===== config.mk =====
export PLATFORM = sky130hd
export DESIGN_NAME = l2_way_merge
export DESIGN_NICKNAME = d
export VERILOG_FILES = /design/src/l2_way_merge.sv
export VERILOG_INCLUDE_DIRS = /design/src
export SDC_FILE = /design/constraint.sdc
export NUM_CORES = 1
export LEC_CHECK = 0
export BUFFER_PORTS_ARGS = -buffer_cell sky130_fd_sc_hd__buf_2
export CORE_AREA = 2 2 332 334
export CTS_BUF_LIST = sky130_fd_sc_hd__clkbuf_16
export CTS_CLUSTER_DIAMETER = 150
export DETAILED_ROUTE_END_ITERATION = 8
export DIE_AREA = 0 0 334 336
export HOLD_SLACK_MARGIN = 0.1
export PLACE_DENSITY_LB_ADDON = 0.08
export SLEW_MARGIN = 20
export SYNTH_ARGS = -nofsm -noshare
export SYNTH_HDL_FRONTEND = slang
export SYNTH_SLANG_ARGS = --single-unit

===== constraint.sdc =====
create_clock -name clk -period 1.8 [get_ports clk]
set_input_delay 0 -clock clk [delete_from_list [all_inputs] [get_ports clk]]
set_output_delay 0 -clock clk [all_outputs]
set_load 0.01 [all_outputs]

===== src/l2_cache_cfg.svh =====
`ifndef L2_CACHE_CFG_SVH
`define L2_CACHE_CFG_SVH

// ==============================
// Cache geometry
// ==============================

// Byte address width.
`define L2_ADDR_W 32

// Line width in bits, which makes a 32-byte line and a 5-bit offset.
`define L2_LINE_W 256

// Index width, giving 16 sets per way.
`define L2_SET_BITS 4

// Tag is whatever is left above the index and the offset.
`define L2_TAG_W 23

`endif


===== src/l2_way_merge.sv =====
`timescale 1ns/1ps
`include "l2_cache_cfg.svh"

module l2_way_merge
(
	input logic clk,
	input logic rst_n,
	input logic [`L2_SET_BITS-1:0] index,
	input logic hit0,
	input logic hit1,
	input logic dirty0,
	input logic dirty1,
	input logic [`L2_TAG_W-1:0] tag0,
	input logic [`L2_TAG_W-1:0] tag1,
	input logic [`L2_LINE_W-1:0] rdata0,
	input logic [`L2_LINE_W-1:0] rdata1,
	input logic write_enable,
	input logic mem_resp,
	output logic cache_hit,
	output logic dirtyout,
	output logic [`L2_LINE_W-1:0] rdata,
	output logic [`L2_TAG_W-1:0] victim_tag,
	output logic we0,
	output logic we1
);

	localparam int NSETS = 1 << `L2_SET_BITS;

	// One bit per set naming the most recently used way.
	logic [NSETS-1:0] mru_bits;

	logic victim;
	logic sel_way;

	// The victim is the way not marked as recently used.
	assign victim = ~mru_bits[index];

	assign cache_hit = hit0 | hit1;

	// On a hit everything follows the hit way, otherwise the victim.
	assign sel_way = cache_hit ? hit1 : victim;

	always_comb
	begin
		rdata = sel_way ? rdata1 : rdata0;
		dirtyout = sel_way ? dirty1 : dirty0;
		victim_tag = sel_way ? tag1 : tag0;
		we0 = write_enable & ~sel_way;
		we1 = write_enable & sel_way;
	end

	// Each response marks the way that served it.
	always_ff @(posedge clk)
	begin
		if (!rst_n)
		begin
			mru_bits <= '0;
		end
		else if (mem_resp)
		begin
			mru_bits[index] <= sel_way;
		end
	end

endmodule


==> results.sh <==
export IMPL_gp_congestion=0.874
export IMPL_grt_antenna_before_repair=38
export IMPL_worst_pin_slew_ns=0.388
export IMPL_reg_largest_list="mru_bits x16"
export IMPL_reg2reg_to="mru_bits[8]"
export IMPL_drv_cap=0
export IMPL_cts_buffers=3
export IMPL_grt_total_usage_pct=9.91
export IMPL_area_delta_synth_final_pct=234
export IMPL_cts_max_level=1
export IMPL_tritoncts="done"
export IMPL_ys_types=24
export IMPL_powerDensity_nw_per_um2=371
export IMPL_rsz0062_at_grt="yes"
export IMPL_ys_ff_latch=16
export IMPL_ant_nets=0
export IMPL_num_vias=7457
export IMPL_skew_ns=0.000635
export IMPL_overflow=0
export IMPL_cts_hold_buf=0
export IMPL_dp_cells=2680
export IMPL_fin_ws_ns=-0.834
export IMPL_ys_seq_area_share_pct=7.60
export IMPL_timing_rr_start="mru_bits[15]"
export IMPL_portBuffers=852
export IMPL_p_leak_nw=6.91
export IMPL_synth_top_cell_by_area="mux2_2"
export IMPL_final_cell_count_no_fill=2734
export IMPL_grt_max_degree=38
export IMPL_min_to="mru_bits[6]"
export IMPL_synthCells=414
export IMPL_ir_worst_vdd_mv=0.217
export IMPL_first_pass_iters=6
export IMPL_status="finished, violations left"
export IMPL_finalHoldViolCount=0
export IMPL_syn_area_per_cell_um2=10.2
export IMPL_holdPathStages=3
export IMPL_numClockSinks=16
export IMPL_synth_warnings=0
export IMPL_fmax_mhz=380
export IMPL_cts_root_buf="clkbuf_16"
export IMPL_p_sw_mw=1.94
export IMPL_largest_register_ffs=16
export IMPL_finalNetCount=1881
export IMPL_yosysMostFrequentCell="mux2_2"
export IMPL_syn_nets=984
export IMPL_path_max_fanout=6
export IMPL_min_period_ns=2.63
export IMPL_rrSetupSlack_ns=0.08
export IMPL_yosys_top_cells_area="mux2_2, dfxtp_1, mux2_1, buf_4, a21oi_1"
export IMPL_sw_frac_of_total_pct=37.2
export IMPL_arrival_ns=2.63
export IMPL_die_width_um=334
export IMPL_p_clk_share_pct=8.2
export IMPL_synthTopCellsByCount="mux2_2, buf_4, mux2_1"
export IMPL_hpwl_mm=54.2
export IMPL_worst_r2r_path_depth=8
export IMPL_core_region_area_um2=108000
export IMPL_wirelength_mm=62.3
export IMPL_start_util_pct=3.89
export IMPL_p_seq_share_pct=7.0
export IMPL_synth_edf_count=0
export IMPL_die_h_um=336
export IMPL_power_total_mw=5.22
export IMPL_synth_top_cell_area_share_pct=69.2
export IMPL_cp_required_ns=1.80
export IMPL_setup_viol=282
export IMPL_rows=121
export IMPL_hp_start="rst_n"
export IMPL_crit_type="reg2out"
export IMPL_drive_gt1_share_pct=93.7
export IMPL_clockBufferDepth=2
export IMPL_p_int_mw=3.28
export IMPL_p_comb_share_pct=84.8
export IMPL_via_per_inst=2.73
export IMPL_violations="setup timing"
export IMPL_drc=0
export IMPL_grt_pass1_wl_mm=74.2
export IMPL_largest_register="mru_bits"
export IMPL_hp_class="in2reg"
export IMPL_die_area_um2=112000
export IMPL_period_share_pct=146
export IMPL_grt_pass1_vias=7720
export IMPL_ios=853
export IMPL_ys_async_sr_fraction_pct=0
export IMPL_maxSlewViolCount=0
export IMPL_cp_end_kind="primary output"
export IMPL_cp_start_kind="flop"
export IMPL_cts_clk_slew_worst_paths_ns=0.05
export IMPL_wl_per_cell_um=22.8
export IMPL_synth_area_um2=4220
export IMPL_drt_initial_drc_count=207
export IMPL_relSlewSlack_pct=74.0
export IMPL_synth_ff_type="dfxtp_1"
export IMPL_clk_latency_ns=0.24
-- cell type report --
cell class | instances | area, µm²
timing repair buffer | 930 | 7220
multi-input combinational | 359 | 4640
sequential | 16 | 328
fill | 12500 | 94300
tap | 1414 | 1770
clock buffer | 3 | 75.1
inverter | 1 | 3.75
antenna | 11 | 27.5
-- power groups by stage --
stage	combinational, mW	sequential, mW	clock [mW]
2_1_floorplan	1.24	0.372	0
3_3_place_gp	3.01	0.374	0
6_report	4.42	0.367	0.428
5_1_grt	4.67	0.368	0.464
4_1_cts	3.64	0.366	0.447
3_5_place_dp	2.99	0.374	0
-- placed cells by master (no fill, tap or decap), types with 2 or more instances in the layout --
cell type | netlist | layout
mux2_2 | 259 | 19
buf_4 | 29 | 13
buf_2 | 3 | 596
buf_16 | 0 | 10
mux2_4 | 0 | 260
buf_6 | 0 | 268
dfxtp_1 | 16 | 10
buf_12 | 0 | 24
nor2_1 | 14 | 14
mux4_2 | 3 | 3
diode_2 | 0 | 11
o21ai_0 | 16 | 16
dfxtp_2 | 0 | 6
a21oi_1 | 17 | 17
buf_8 | 0 | 11
mux2i_1 | 5 | 4
nor3_1 | 12 | 12
nand2b_1 | 2 | 2
nand3b_1 | 2 | 2
clkbuf_16 | 0 | 11
-- cells by family after synthesis --
logic type,after synthesis,synth area share (%)
compound gates,35,4.45
buf+inv,39,6.17
mux,288,77.6
simple gates,36,4.19
flops,16,7.60
-- worst max-delay path, stage by stage, from the launching register on --
cell and delay [ns]:
dfxtp_1 0.32, mux2i_1 0.08, mux4_2 0.51, a221oi_4 0.33, buf_6 0.19, buf_12 0.18, buf_16 0.17, buf_6 0.10
mux2_4 0.32, buf_6 0.14
-- worst max path at each step --
stage	start	to	slack, ns	cells past startpoint
2_1_floorplan	mru_bits[7]	rdata[199]	-0.08	6
3_3_place_gp	mru_bits[7]	rdata[43]	-0.70	7
3_5_place_dp	mru_bits[5]	rdata[43]	-0.75	7
4_1_cts	mru_bits[5]	rdata[34]	-0.90	10
5_1_grt	mru_bits[4]	rdata[95]	-0.92	9
6_report	mru_bits[0]	rdata[91]	-0.83	9
-- per-stage QoR --
step,instance area (µm²),utilization (%),TNS [ns],setup slack [ns],hold WS (ns)
after global routing,14000,13.0,-229.83,-0.918,0.208
after floorplan,4220,-,-20.26,-0.0764,0.104
after detailed placement,10400,9.60,-155.47,-0.747,0.295
after CTS,12000,11.0,-230.24,-0.900,0.182
after global placement,10400,9.60,-153.40,-0.703,0.299
final,14100,13.0,-204.93,-0.834,0.179
-- repair_timing --
item,in CTS,in global routing
resized for setup,246,483
buffers inserted,18,11
pin swaps,1,2
setup endpoints to repair,282,282
gates cloned,11,8
-- per-layer routing --
layer  wire length (µm)  up-vias  part of all wire (%)  global-route usage (%)
li1                   -     3375                     -                       -
met1              25300     3563                    41                    11.9
met2              30300      441                    49                    17.3
met3               5980       58                   9.6                    3.57
met4                568       20                  0.91                    1.04
met5                133        -                  0.21                   0.851
Note: power is estimated with default switching activity, not from simulation.
