[src/l2_cache_cfg.svh]
`ifndef L2_CACHE_CFG_SVH
`define L2_CACHE_CFG_SVH

// ==============================
// Cache geometry
// ==============================

// Byte address width.
`define L2_ADDR_W 32

// Line width in bits, which makes a 32-byte line and a 5-bit offset.
`define L2_LINE_W 256

// Index width, giving 16 sets per way.
`define L2_SET_BITS 4

// Tag is whatever is left above the index and the offset.
`define L2_TAG_W 23

`endif

[src/l2_cache_pkg.sv]
`include "l2_cache_cfg.svh"

package l2_cache_pkg;

	// ==============================
	// Address word
	// ==============================

	// One address word, read either whole or split into tag, index and offset.
	typedef union packed
	{
		logic [`L2_ADDR_W-1:0] raw;
		struct packed
		{
			logic [`L2_TAG_W-1:0] tag;
			logic [`L2_SET_BITS-1:0] index;
			logic [`L2_ADDR_W-`L2_TAG_W-`L2_SET_BITS-1:0] offset;
		} fld;
	} l2_addr_u;

	// ==============================
	// Controller states
	// ==============================

	// HIT waits for a request, HIT_1 checks the tags.
	typedef enum logic [1:0]
	{
		HIT,
		HIT_1,
		EVICT,
		ALLOCATE
	} l2_state_e;

endpackage

[src/l2_cache_way.sv]
`timescale 1ns/1ps
`include "l2_cache_cfg.svh"

module l2_cache_way
(
	input logic clk,
	input logic rst_n,
	input l2_cache_pkg::l2_addr_u addr,
	input logic we,
	input logic valid_in,
	input logic dirty_in,
	input logic tag_load,
	input logic [`L2_LINE_W-1:0] wdata,
	output logic hit,
	output logic dirty,
	output logic [`L2_TAG_W-1:0] tag,
	output logic [`L2_LINE_W-1:0] rdata
);

	import l2_cache_pkg::*;

	localparam int NSETS = 1 << `L2_SET_BITS;

	logic [`L2_TAG_W-1:0] tag_mem [NSETS];
	logic [`L2_LINE_W-1:0] line_mem [NSETS];
	logic [NSETS-1:0] valid_bits;
	logic [NSETS-1:0] dirty_bits;

	logic [`L2_SET_BITS-1:0] idx;

	assign idx = addr.fld.index;

	// ==============================
	// Lookup
	// ==============================

	// Reads are purely combinational on the indexed set.
	always_comb
	begin
		tag = tag_mem[idx];
		rdata = line_mem[idx];
		dirty = dirty_bits[idx];
		hit = valid_bits[idx] && (tag_mem[idx] == addr.fld.tag);
	end

	// ==============================
	// Update
	// ==============================

	// Valid and dirty bits of the indexed set follow each write.
	always_ff @(posedge clk)
	begin
		if (!rst_n)
		begin
			valid_bits <= '0;
			dirty_bits <= '0;
		end
		else if (we)
		begin
			valid_bits[idx] <= valid_in;
			dirty_bits[idx] <= dirty_in;
		end
	end

	// The tag only changes when a new line is brought in.
	always_ff @(posedge clk)
	begin
		if (we)
		begin
			line_mem[idx] <= wdata;
			if (tag_load)
			begin
				tag_mem[idx] <= addr.fld.tag;
			end
		end
	end

endmodule

[config.mk]
export PLATFORM = sky130hd
export DESIGN_NAME = l2_cache_way
export DESIGN_NICKNAME = d
export VERILOG_FILES = /design/src/l2_cache_pkg.sv /design/src/l2_cache_way.sv
export VERILOG_INCLUDE_DIRS = /design/src
export SDC_FILE = /design/constraint.sdc
export NUM_CORES = 2
export LEC_CHECK = 0
export BUFFER_PORTS_ARGS = -buffer_cell sky130_fd_sc_hd__clkbuf_2
export CAP_MARGIN = 20
export CORE_AREA = 2 2 559 561
export CTS_BUF_LIST = sky130_fd_sc_hd__clkbuf_2 sky130_fd_sc_hd__clkbuf_4 sky130_fd_sc_hd__clkbuf_8
export CTS_CLUSTER_DIAMETER = 120
export CTS_CLUSTER_SIZE = 25
export DETAILED_ROUTE_END_ITERATION = 6
export DIE_AREA = 0 0 561 563
export PLACE_DENSITY = 0.7
export SYNTH_ARGS = -nofsm -noshare
export SYNTH_HDL_FRONTEND = slang
export SYNTH_MEMORY_MAX_BITS = 65536
export SYNTH_SLANG_ARGS = --single-unit
[constraint.sdc]
create_clock -name clk -period 28.3 [get_ports clk]
set_clock_uncertainty 0.05 [all_clocks]
set_input_delay 7.075 -clock clk [delete_from_list [all_inputs] [get_ports clk]]
set_output_delay 7.075 -clock clk [all_outputs]
set_load 0.05 [all_outputs]
==> metrics.md <==
| Metric | Value |
|---|---|
| I/O Pins | `575` |
| Crit-path max cell delay | `between 800 and 900 ps` |
| Max-cap violations | `0` |
| YS warnings | `0` |
| RePlAce Congestion | `around 0.77` |
| Via-to-Cell Ratio | `between 6 and 7` |
| Hold path depth | `2` |
| Measured slew at the worst slew-check pin | `1351 ps` |
| Top-count cell post-synth | `edfxtp_1` |
| Yosys cell types | `between 50 and 60` |
| Via count | `between 70k and 80k` |
| EDFF count, synth | `about 4.5k` |
| Die height | `approximately 560 microns` |
| CP Data Required Time | `21170 ps` |
| Post-CTS Setup Bufs | `0` |
| Startpoint Class | `input port` |
| Critical Path Source | `addr[6]` |
| Placed Area | `around 180000 sq um` |
| Worst rel slew slack | `0.09963` |
| Yosys reg bits | `between 4k and 5k` |
| CP Class | `in2out` |
| Top cells by area, synth | `edfxtp_1 79%, mux4_2 18%, mux2i_1 0.44%` |
| R2R Setup Slk | `27460 ps` |
| Min-Delay Endpoint | `valid_bits[0]` |
| Mapped Nets | `roughly 7k` |
| R2R depth | `2` |
| Synth Flop Type | `edfxtp_1` |
| Vias in the first global route | `roughly 75k` |
| Pwr per Cell Area | `~60 nW/um^2` |
| Synth-to-layout area growth | `6.678%` |
| DRT Pass-1 Iters | `5` |
| CTS tree | `built` |
| Post-Synthesis Cells | `about 6.6k` |
| Final count of pins violating max slew | `0` |
| RSZ-0062 raised after global routing | `false` |
| Sw Ratio | `0.2232` |
| Power share of the clock group | `0.233` |
| Area leader, netlist | `edfxtp_1` |
| Largest net degree at the start of global routing | `150` |
| Avg Cell Area, Syn | `25.83 sq um` |
| Final WL | `370200 microns` |
| Resize count post-CTS | `0` |
| Min Clock Period, post-route | `20210 ps` |
| Worst R2R End | `valid_bits[14]` |
| Sw Pwr | `2.428 mW` |
| Cell chain of the critical path | `buf_8, buf_4, buf_4, buf_4, buf_12, buf_12, mux4_2, mux4_2, clkbuf_2` |
| Worst Setup End Kind | `output port` |
| Final setup violation count | `0` |
| FF-to-FF Start | `valid_bits[14]` |
| Cell Area, Synth | `169500 sq um` |
| Area of the die | `between 300000 and 400000 sq um` |
| DRC viols | `0` |
| GRT Overall Usage | `0.2335` |
| Crit path buffers/inverters | `7` |
| Peak supply drop | `between 50 and 60 uV` |
| Share of the synthesized area in the top cell type | `0.7907` |
| Initial DRC Count | `~9.2k` |
| Number of buffers added on ports | `569` |
| Crit Path Max Fanout | `around 150` |
| Arr. time, crit path | `13090 ps` |
| Status | `completed` |
| Hold_buf cts | `0` |
| Ys async rst share | `0` |
| First-pass GRT wire length | `~530000 microns` |
| Clk slew on worst S/H paths | `about 140 ps` |
| Final instance area | `between 150000 and 200000 sq um` |
| Delay-heaviest family, CP | `buffers and inverters` |
| Share of cells above drive strength 1 | `0.3256` |
| Clock Latency Late Sink | `approximately 1000 ps` |
| Worst-case clock buffer depth | `4` |
| Int Pwr | `about 8.5 mW` |
| TNS Setup | `0 ps` |
| Clk sink count | `about 4.5k` |
| Hold Violations, Final | `0` |
| Placed cell count | `11.07k` |
| Setup WS post-layout | `8087 ps` |
| Final Instance Count excl. Fillers | `11.35k` |
| Pre-CTS WS | `8092 ps` |
| Core box area | `310400 sq um` |
| Flop pwr share | `0.687` |
| Comb power frac | `0.080` |
| Initial Util | `0.5463` |
| Lkg Pwr | `between 50 and 60 nW` |
| WL per Instance | `between 30 and 40 microns` |
| Slowest stage cell, crit path | `buf_4` |
| GR Overflow Total | `0` |
| Number of routed nets with antenna violations | `0` |
| # rows | `roughly 210` |
| Register area share after synthesis | `0.7944` |
| Critical path depth | `9` |
| Most used cell, CP | `buf_4` |
| Layout Nets | `~7.4k` |
| Hold_ws | `around 440 ps` |
| Die Wd | `around 560 microns` |
| Fin crit share | `0.7142` |
| Worst hold-check path type | `reg2reg` |
| Fmax | `~0.049 GHz` |
| Worst hold start | `valid_bits[0]` |
| Antenna violations before repair | `100` |
| Detail Placement HPWL | `approximately 190000 microns` |
| CTS H-tree lvls | `4` |
| Most frequent cells after synthesis | `4464 x edfxtp_1, 1354 x mux4_2, 176 x clkbuf_1, 106 x buf_2, 75 x mux2i_1` |
| Root buf cell | `clkbuf_8` |
| TritonCTS Buffers | `around 200` |
-- kinds of logic after synthesis --
family                 after synthesis  share of synthesized area
AND/OR/NAND/NOR                    145                   0.004221
buffers and inverters              345                   0.008937
AO/OA/AOI/OAI                      100                   0.003993
multiplexers                      1452                     0.1871
flip-flops                        4496                     0.7944
XOR/XNOR                            26                   0.001343
-- metal layers --
metal,routed length [microns],part of all wire,GRT usage,up-vias
met2,181500,0.49,0.3718,3171
met4,8688,0.023,0.05683,88
li1,-,-,-,29540
met1,145600,0.39,0.3385,40210
met3,33960,0.092,0.04682,486
met5,547,0.0015,0,-
-- state kept, by name, indices dropped and copies added (netlist names) --
name / count
tag_mem: 368
valid_bits: 16
dirty_bits: 16
line_mem: 4096
-- how the worst max path moves through the flow --
stage	slack [ps]	endpoint
after global routing	7700	rdata[137]
after global placement	8090	rdata[110]
after CTS	8100	rdata[112]
after floorplan	240	tag_mem[12][0]
final	8090	rdata[144]
after detailed placement	8090	rdata[112]
-- cells in the final DEF, fill, tap and decap left out, types with 8 or more instances in the layout --
master / count
buf_12: 29
nand2_1: 49
mux4_2: 1354
xor2_1: 16
nor2b_1: 20
and2_2: 15
o21ai_0: 35
clkbuf_8: 205
mux2i_1: 75
mux4_1: 14
inv_1: 8
clkbuf_2: 566
diode_2: 48
a22oi_1: 9
dfxtp_1: 32
clkbuf_4: 20
nor2_4: 12
buf_4: 98
edfxtp_1: 4464
xnor2_1: 10
a21boi_0: 14
nor2_1: 12
mux2_2: 9
nand3_1: 8
-- power by group through the flow --
| stage | Sequential [mW] | Clock [mW] | Combinational, mW |
|---|---|---|---|
| floorplan | 7.65 | 0 | 0.578 |
| global placement | 7.61 | 0 | 0.869 |
| detailed placement | 7.62 | 0 | 0.884 |
| CTS | 7.47 | 2.60 | 0.885 |
| global route | 7.48 | 2.80 | 0.921 |
| finish | 7.47 | 2.53 | 0.874 |
-- worst min-delay path: cells and delay by family, from the launching register on --
| kind | cells | cell delay (ps) |
|---|---|---|
| AO/OA/AOI/OAI | 1 | 70 |
| flip-flops | 1 | 340 |
| AND/OR/NAND/NOR | 1 | 50 |
-- through the flow --
stage,util,power (mW)
floorplan,-,8.225
CTS,0.5823,10.95
global route,0.5825,11.20
detailed placement,0.5721,8.508
global placement,0.5721,8.482
finish,0.5827,10.88
-- cell type report --
cell class,instances,area [sq um]
flip-flops and latches,4496,134700
fillers,21520,129500
multi-input cells,1723,33460
well taps,4140,5180
repair buffers,696,4207
clock buffers,225,2972
clock inverters,13,175.2
diodes,48,120.1
inverters,12,60.06
No activity file was read; power rests on OpenSTA's default activity.
