File: config.mk
export PLATFORM = sky130hd
export DESIGN_NAME = l2_cache_control
export DESIGN_NICKNAME = d
export VERILOG_FILES = /design/src/l2_cache_pkg.sv /design/src/l2_cache_control.sv
export VERILOG_INCLUDE_DIRS = /design/src
export SDC_FILE = /design/constraint.sdc
export NUM_CORES = 1
export LEC_CHECK = 0
export BUFFER_PORTS_ARGS = -buffer_cell sky130_fd_sc_hd__buf_2
export CORE_MARGIN = 2
export CORE_UTILIZATION = 56
export DETAILED_ROUTE_END_ITERATION = 8
export PLACE_DENSITY_LB_ADDON = 0.2
export SLEW_MARGIN = 20
export SYNTH_ARGS = -nofsm -noshare
export SYNTH_HDL_FRONTEND = slang
export SYNTH_SLANG_ARGS = --single-unit
export TNS_END_PERCENT = 100
File: constraint.sdc
create_clock -name clk -period 4.47 [get_ports clk]
set_clock_uncertainty 0.15 [all_clocks]
set_input_delay 0.894 -clock clk [delete_from_list [all_inputs] [get_ports clk]]
set_output_delay 0.894 -clock clk [all_outputs]
set_load 0.1 [all_outputs]
File: src/l2_cache_cfg.svh
`ifndef L2_CACHE_CFG_SVH
`define L2_CACHE_CFG_SVH

// ==============================
// Cache geometry
// ==============================

// Byte address width.
`define L2_ADDR_W 32

// Line width in bits, which makes a 32-byte line and a 5-bit offset.
`define L2_LINE_W 256

// Index width, giving 16 sets per way.
`define L2_SET_BITS 4

// Tag is whatever is left above the index and the offset.
`define L2_TAG_W 23

`endif

File: src/l2_cache_pkg.sv
`include "l2_cache_cfg.svh"

package l2_cache_pkg;

	// ==============================
	// Address word
	// ==============================

	// One address word, read either whole or split into tag, index and offset.
	typedef union packed
	{
		logic [`L2_ADDR_W-1:0] raw;
		struct packed
		{
			logic [`L2_TAG_W-1:0] tag;
			logic [`L2_SET_BITS-1:0] index;
			logic [`L2_ADDR_W-`L2_TAG_W-`L2_SET_BITS-1:0] offset;
		} fld;
	} l2_addr_u;

	// ==============================
	// Controller states
	// ==============================

	// HIT waits for a request, HIT_1 checks the tags.
	typedef enum logic [1:0]
	{
		HIT,
		HIT_1,
		EVICT,
		ALLOCATE
	} l2_state_e;

endpackage

File: src/l2_cache_control.sv
`timescale 1ns/1ps

module l2_cache_control
(
	input logic clk,
	input logic rst_n,
	input logic mem_read,
	input logic mem_write,
	input logic pmem_resp,
	input logic cache_hit,
	input logic dirtyout,
	output logic pmem_read,
	output logic pmem_write,
	output logic mem_resp,
	output logic datain_mux_sel,
	output logic write_enable,
	output logic valid_in,
	output logic cache_allocate,
	output logic dirty_datain,
	output logic pmem_address_sel,
	output logic addr_reg_load,
	output logic [31:0] miss_count
);

	import l2_cache_pkg::*;

	l2_state_e state;
	l2_state_e next_state;

	// ==============================
	// State outputs
	// ==============================

	always_comb
	begin
		datain_mux_sel = 1'b0;
		pmem_read = 1'b0;
		pmem_write = 1'b0;
		write_enable = 1'b0;
		valid_in = 1'b0;
		mem_resp = 1'b0;
		cache_allocate = 1'b0;
		dirty_datain = 1'b0;
		pmem_address_sel = 1'b0;

		unique case (state)
			HIT_1:
			begin
				if (cache_hit)
				begin
					if (mem_read)
					begin
						dirty_datain = dirtyout;
					end
					else if (mem_write)
					begin
						// A write hit replaces the whole line and marks it dirty.
						write_enable = 1'b1;
						valid_in = 1'b1;
						datain_mux_sel = 1'b1;
						dirty_datain = 1'b1;
					end
					mem_resp = 1'b1;
				end
			end
			EVICT:
			begin
				// Victim address and line go out until memory takes them.
				pmem_address_sel = 1'b1;
				pmem_write = 1'b1;
			end
			ALLOCATE:
			begin
				pmem_read = 1'b1;
				if (pmem_resp)
				begin
					write_enable = 1'b1;
					valid_in = 1'b1;
					cache_allocate = 1'b1;
				end
			end
			default:
			begin
			end
		endcase
	end

	// ==============================
	// Next state
	// ==============================

	always_comb
	begin
		next_state = state;
		addr_reg_load = 1'b0;

		case (state)
			HIT:
			begin
				addr_reg_load = 1'b1;
				if (mem_read | mem_write)
				begin
					next_state = HIT_1;
				end
			end
			HIT_1:
			begin
				// No response here means the lookup missed.
				if (mem_resp)
					next_state = HIT;
				else if (dirtyout)
					next_state = EVICT;
				else
					next_state = ALLOCATE;
			end
			EVICT:
			begin
				if (pmem_resp)
					next_state = ALLOCATE;
			end
			ALLOCATE:
			begin
				if (pmem_resp)
					next_state = HIT;
			end
			default:
			begin
			end
		endcase
	end

	// Entering ALLOCATE happens exactly once per miss.
	always_ff @(posedge clk)
	begin
		if (!rst_n)
		begin
			state <= HIT;
			miss_count <= '0;
		end
		else
		begin
			state <= next_state;
			if ((next_state == ALLOCATE) && (state != ALLOCATE))
				miss_count <= miss_count + 32'd1;
		end
	end

endmodule

==> results by group <==
Drt
  – Initial DRC count: 118
  – First-pass detailed-route iteration total: 4
  – WL final: 4.097 mm
  – Detailed-route via count: 1767
  – Detail Route Antenna Nets: 0
  – Detail-routed net length per standard cell: 13.52 microns
  – DRC violations left: 0
  – Via density per instance: 5.832

Power and ir drop
  – Internal power contribution: 0.3981 mW
  – Clk pwr share: 30.9%
  – Share of total power in sequential cells: 54.0%
  – Total power of the final layout: 0.5791 mW
  – Power per standard cell area: 273.1 nW/um^2
  – Switching share of total power: 31.25%
  – Leakage Power: 0.8429 nW
  – Relative contribution of combinational cells to total power: 15.1%
  – Switching pwr: 0.1810 mW
  – Largest vdd supply drop: 0.1964 mV

Critical path
  – Crit Reg-Reg Endpoint: miss_count[12]$_SDFFE_PN0P_
  – Worst-path maximum fanout: 4
  – Worst setup slack for register-to-register paths: 2.01 ns
  – Slowest-stage cell, CP: sky130_fd_sc_hd__buf_2
  – Crit path top cell by count: sky130_fd_sc_hd__buf_2
  – Data arrival time of the critical path: 1.82 ns
  – WP data required: 3.43 ns
  – Crit-path leading delay family: buffers and inverters
  – Worst setup path category: input pin to output port
  – Element type at the critical path start: input pin
  – Cell breakdown of the critical path: buf_2, nand3b_1, nor2_1, or2_2, buf_2
  – Worst Reg-to-Reg Cells: 4
  – Reg-to-reg startpoint: miss_count[5]$_SDFFE_PN0P_
  – Crit. path cell count: 5
  – Count of buffering cells on the critical path with inverters included: 2
  – Endpoint class of the critical path: output port
  – Worst stage delay on the critical path: 0.41 ns

Place
  – RD Place Congestion: 0.8228
  – I/O Buffers: 48
  – Estimated wirelength of the detail-placed design: 2.788 mm
  – Placed cell count: 295

Global route
  – Pin count of the biggest net entering global routing: 25
  – First-pass GRT wire length: 6.555 mm
  – Total routing resource utilization after global routing: 23.39%
  – Total overflow reported by the global router: 0
  – Via count of the first global-routing pass: 1412
  – Number of antenna violations at the first check in global routing: 0

CTS
  – Root buf cell: sky130_fd_sc_hd__clkbuf_4
  – Clock-pin slew on the worst setup and hold paths: 0.10 ns
  – Maximum level of the CTS H-tree: 2
  – Post-cts hold buffer count: 0
  – CTS sink count: 34
  – CTS tree: yes
  – Maximum clock path buffer count: 2
  – Insertion delay to the later sink of the worst-skew pair: 0.34 ns
  – Num CTS Buffers: 5
  – Post-CTS setup-driven buffer insertion count: 0
  – Number of instances resized during post-cts repair: 0

Timing
  – Final setup violation count: 0
  – Count of endpoints failing hold in the final timing report: 0
  – Top achievable clock speed: 0.3490 GHz
  – Slew at the pin closest to its max-slew limit: 0.7519 ns
  – Min Clock Period, post-route: 2.865 ns
  – Total negative setup slack: 0 ns
  – Slew headroom: 49.82%
  – Final Cycle Share: 64.10%
  – Unrepaired setup endpoints after global routing: false
  – Final count of pins violating max slew: 0
  – Worst slack on hold paths: 0.3196 ns

Logic synthesis
  – Dominant combinational cell family by area after synthesis: simple AND/OR/NAND/NOR gates
  – Count of flip-flops with a built-in enable after synthesis: 0
  – Parity-gate share of the synthesized area counting xor and xnor cells: 3.802%
  – Count of unique library cells instantiated by Yosys: 40
  – Share of the yosys chip area belonging to registers: 36.93%
  – Cell Area, Synth: 1843 sq um
  – Synthesized area per cell: 8.416 sq um
  – Portion of netlist area occupied by mux cells: 4.888%
  – Complex-gate fraction of the synthesized area: 16.02%
  – Synth Area in Simple Gates: 31.84%
  – Number of storage elements in the synthesis netlist: 34
  – Syn_nets: 227
  – Synthesis warning total: 0
  – Arithmetic-cell share of the synthesized area counting full adders, half adders and majority gates: 0.6789%
  – Async S/R FF share, synth: 0%
  – Post-synthesis instance total: 219
  – Most used flip-flop cell after synthesis: sky130_fd_sc_hd__dfxtp_1

Finish
  – Final layout net count: 266
  – Most common library cell in the layout ignoring fill and taps: sky130_fd_sc_hd__buf_2
  – Highest-count cells in the layout ignoring fill and taps: 48 x sky130_fd_sc_hd__buf_2, 34 x sky130_fd_sc_hd__dfxtp_1, 20 x sky130_fd_sc_hd__nand2_1
  – Layout area overhead: 15.07%
  – Share of layout cells above drive strength 1: 23.94%
  – Final cell count without fillers: 303
  – Share of the core filled with cells in the final layout: 68.35%
  – Antenna cells: 0

Floorplanning
  – Initial Utilization: 59.40%
  – Number of top-level pins: 49
  – Die boundary width: 61.37 microns
  – Die span in y: 61.37 microns
  – Number of placement rows: 20
  – Core Box Area: 3103 sq um
  – Die Footprint: 3766 sq um

Worst hold path
  – Worst hold path cell count: 2
  – Path category of the worst min-delay check: flop to flop
  – Worst Hold Endpoint: miss_count[31]$_SDFFE_PN0P_
  – Launch instance of the worst min-delay path: miss_count[31]$_SDFFE_PN0P_

Job
  – # Max-Cap Violations: 0

Outcome
  – Outcome: finished clean
how the worst max path moves through the flow:
stage,to,from
2_1_floorplan,write_enable,mem_read
3_3_place_gp,write_enable,cache_hit
3_5_place_dp,miss_count[12]$_SDFFE_PN0P_,cache_hit
4_1_cts,valid_in,cache_hit
5_1_grt,write_enable,cache_hit
6_report,valid_in,cache_hit
cells by family after synthesis:
kind of cell	count (synthesis)
adder cells (fa/ha/maj)	1
buffers and inverters	23
flip-flops	34
AO/OA/AOI/OAI	47
AND/OR/NAND/NOR	97
multiplexers	9
XOR/XNOR	8
power groups by stage:
stage / logic, mW / clock network [mW] / registers, mW
2_1_floorplan: 0.0726 / 0 / 0.323
3_3_place_gp: 0.0868 / 0 / 0.319
3_5_place_dp: 0.0875 / 0 / 0.319
4_1_cts: 0.0879 / 0.184 / 0.312
5_1_grt: 0.0919 / 0.198 / 0.313
6_report: 0.0874 / 0.179 / 0.313
stage by stage:
stage	cell area (sq um)	setup WS, ns
global placement	2061	1.618
global route	2121	1.547
CTS	2121	1.596
floorplan	1843	0.07932
finish	2121	1.605
detailed placement	2061	1.593
cell usage after synthesis, drive strengths merged, types with 6 or more instances:
cell type	instances	area share, %
clkbuf	10	2.0
xor2	7	3.3
o2111ai	6	2.9
buf	7	2.6
a21oi	18	4.9
o21ai	9	2.4
nand2b	11	3.7
or3	6	2.0
o31ai	9	3.7
inv	6	1.2
nor4	9	3.1
nor2	10	2.0
or4	9	3.7
mux2i	9	4.9
nand2	20	4.1
dfxtp	34	37
nand4	9	3.4
area by class of cell:
class                   count  area, sq um
repair buffers             49        247.7
well taps                  44        55.05
multi-input cells         162         1055
flip-flops and latches     34        680.7
fillers                   282        982.2
clock buffers               7        55.05
clock inverters             1        5.005
inverters                   6        22.52
layer usage:
layer,routed length (microns),vias up,global-route usage [%]
met3,246,5,6.933
met2,1814,62,34.65
met4,53,0,7.903
met5,0,-,0
li1,-,894,-
met1,1982,806,32.68
flip-flops by register name, indices dropped and copies added, names as in the netlist:
signal      flops
miss_count     32
state           2
worst reg2reg max path, cell delays in order (launching register included):
cell and delay (ns):
sky130_fd_sc_hd__dfxtp_1 0.43, sky130_fd_sc_hd__and3_1 0.23, sky130_fd_sc_hd__nand4_1 0.59, sky130_fd_sc_hd__or4_2 0.84
sky130_fd_sc_hd__a21oi_1 0.15
Note: power is estimated with default switching activity, not from simulation.
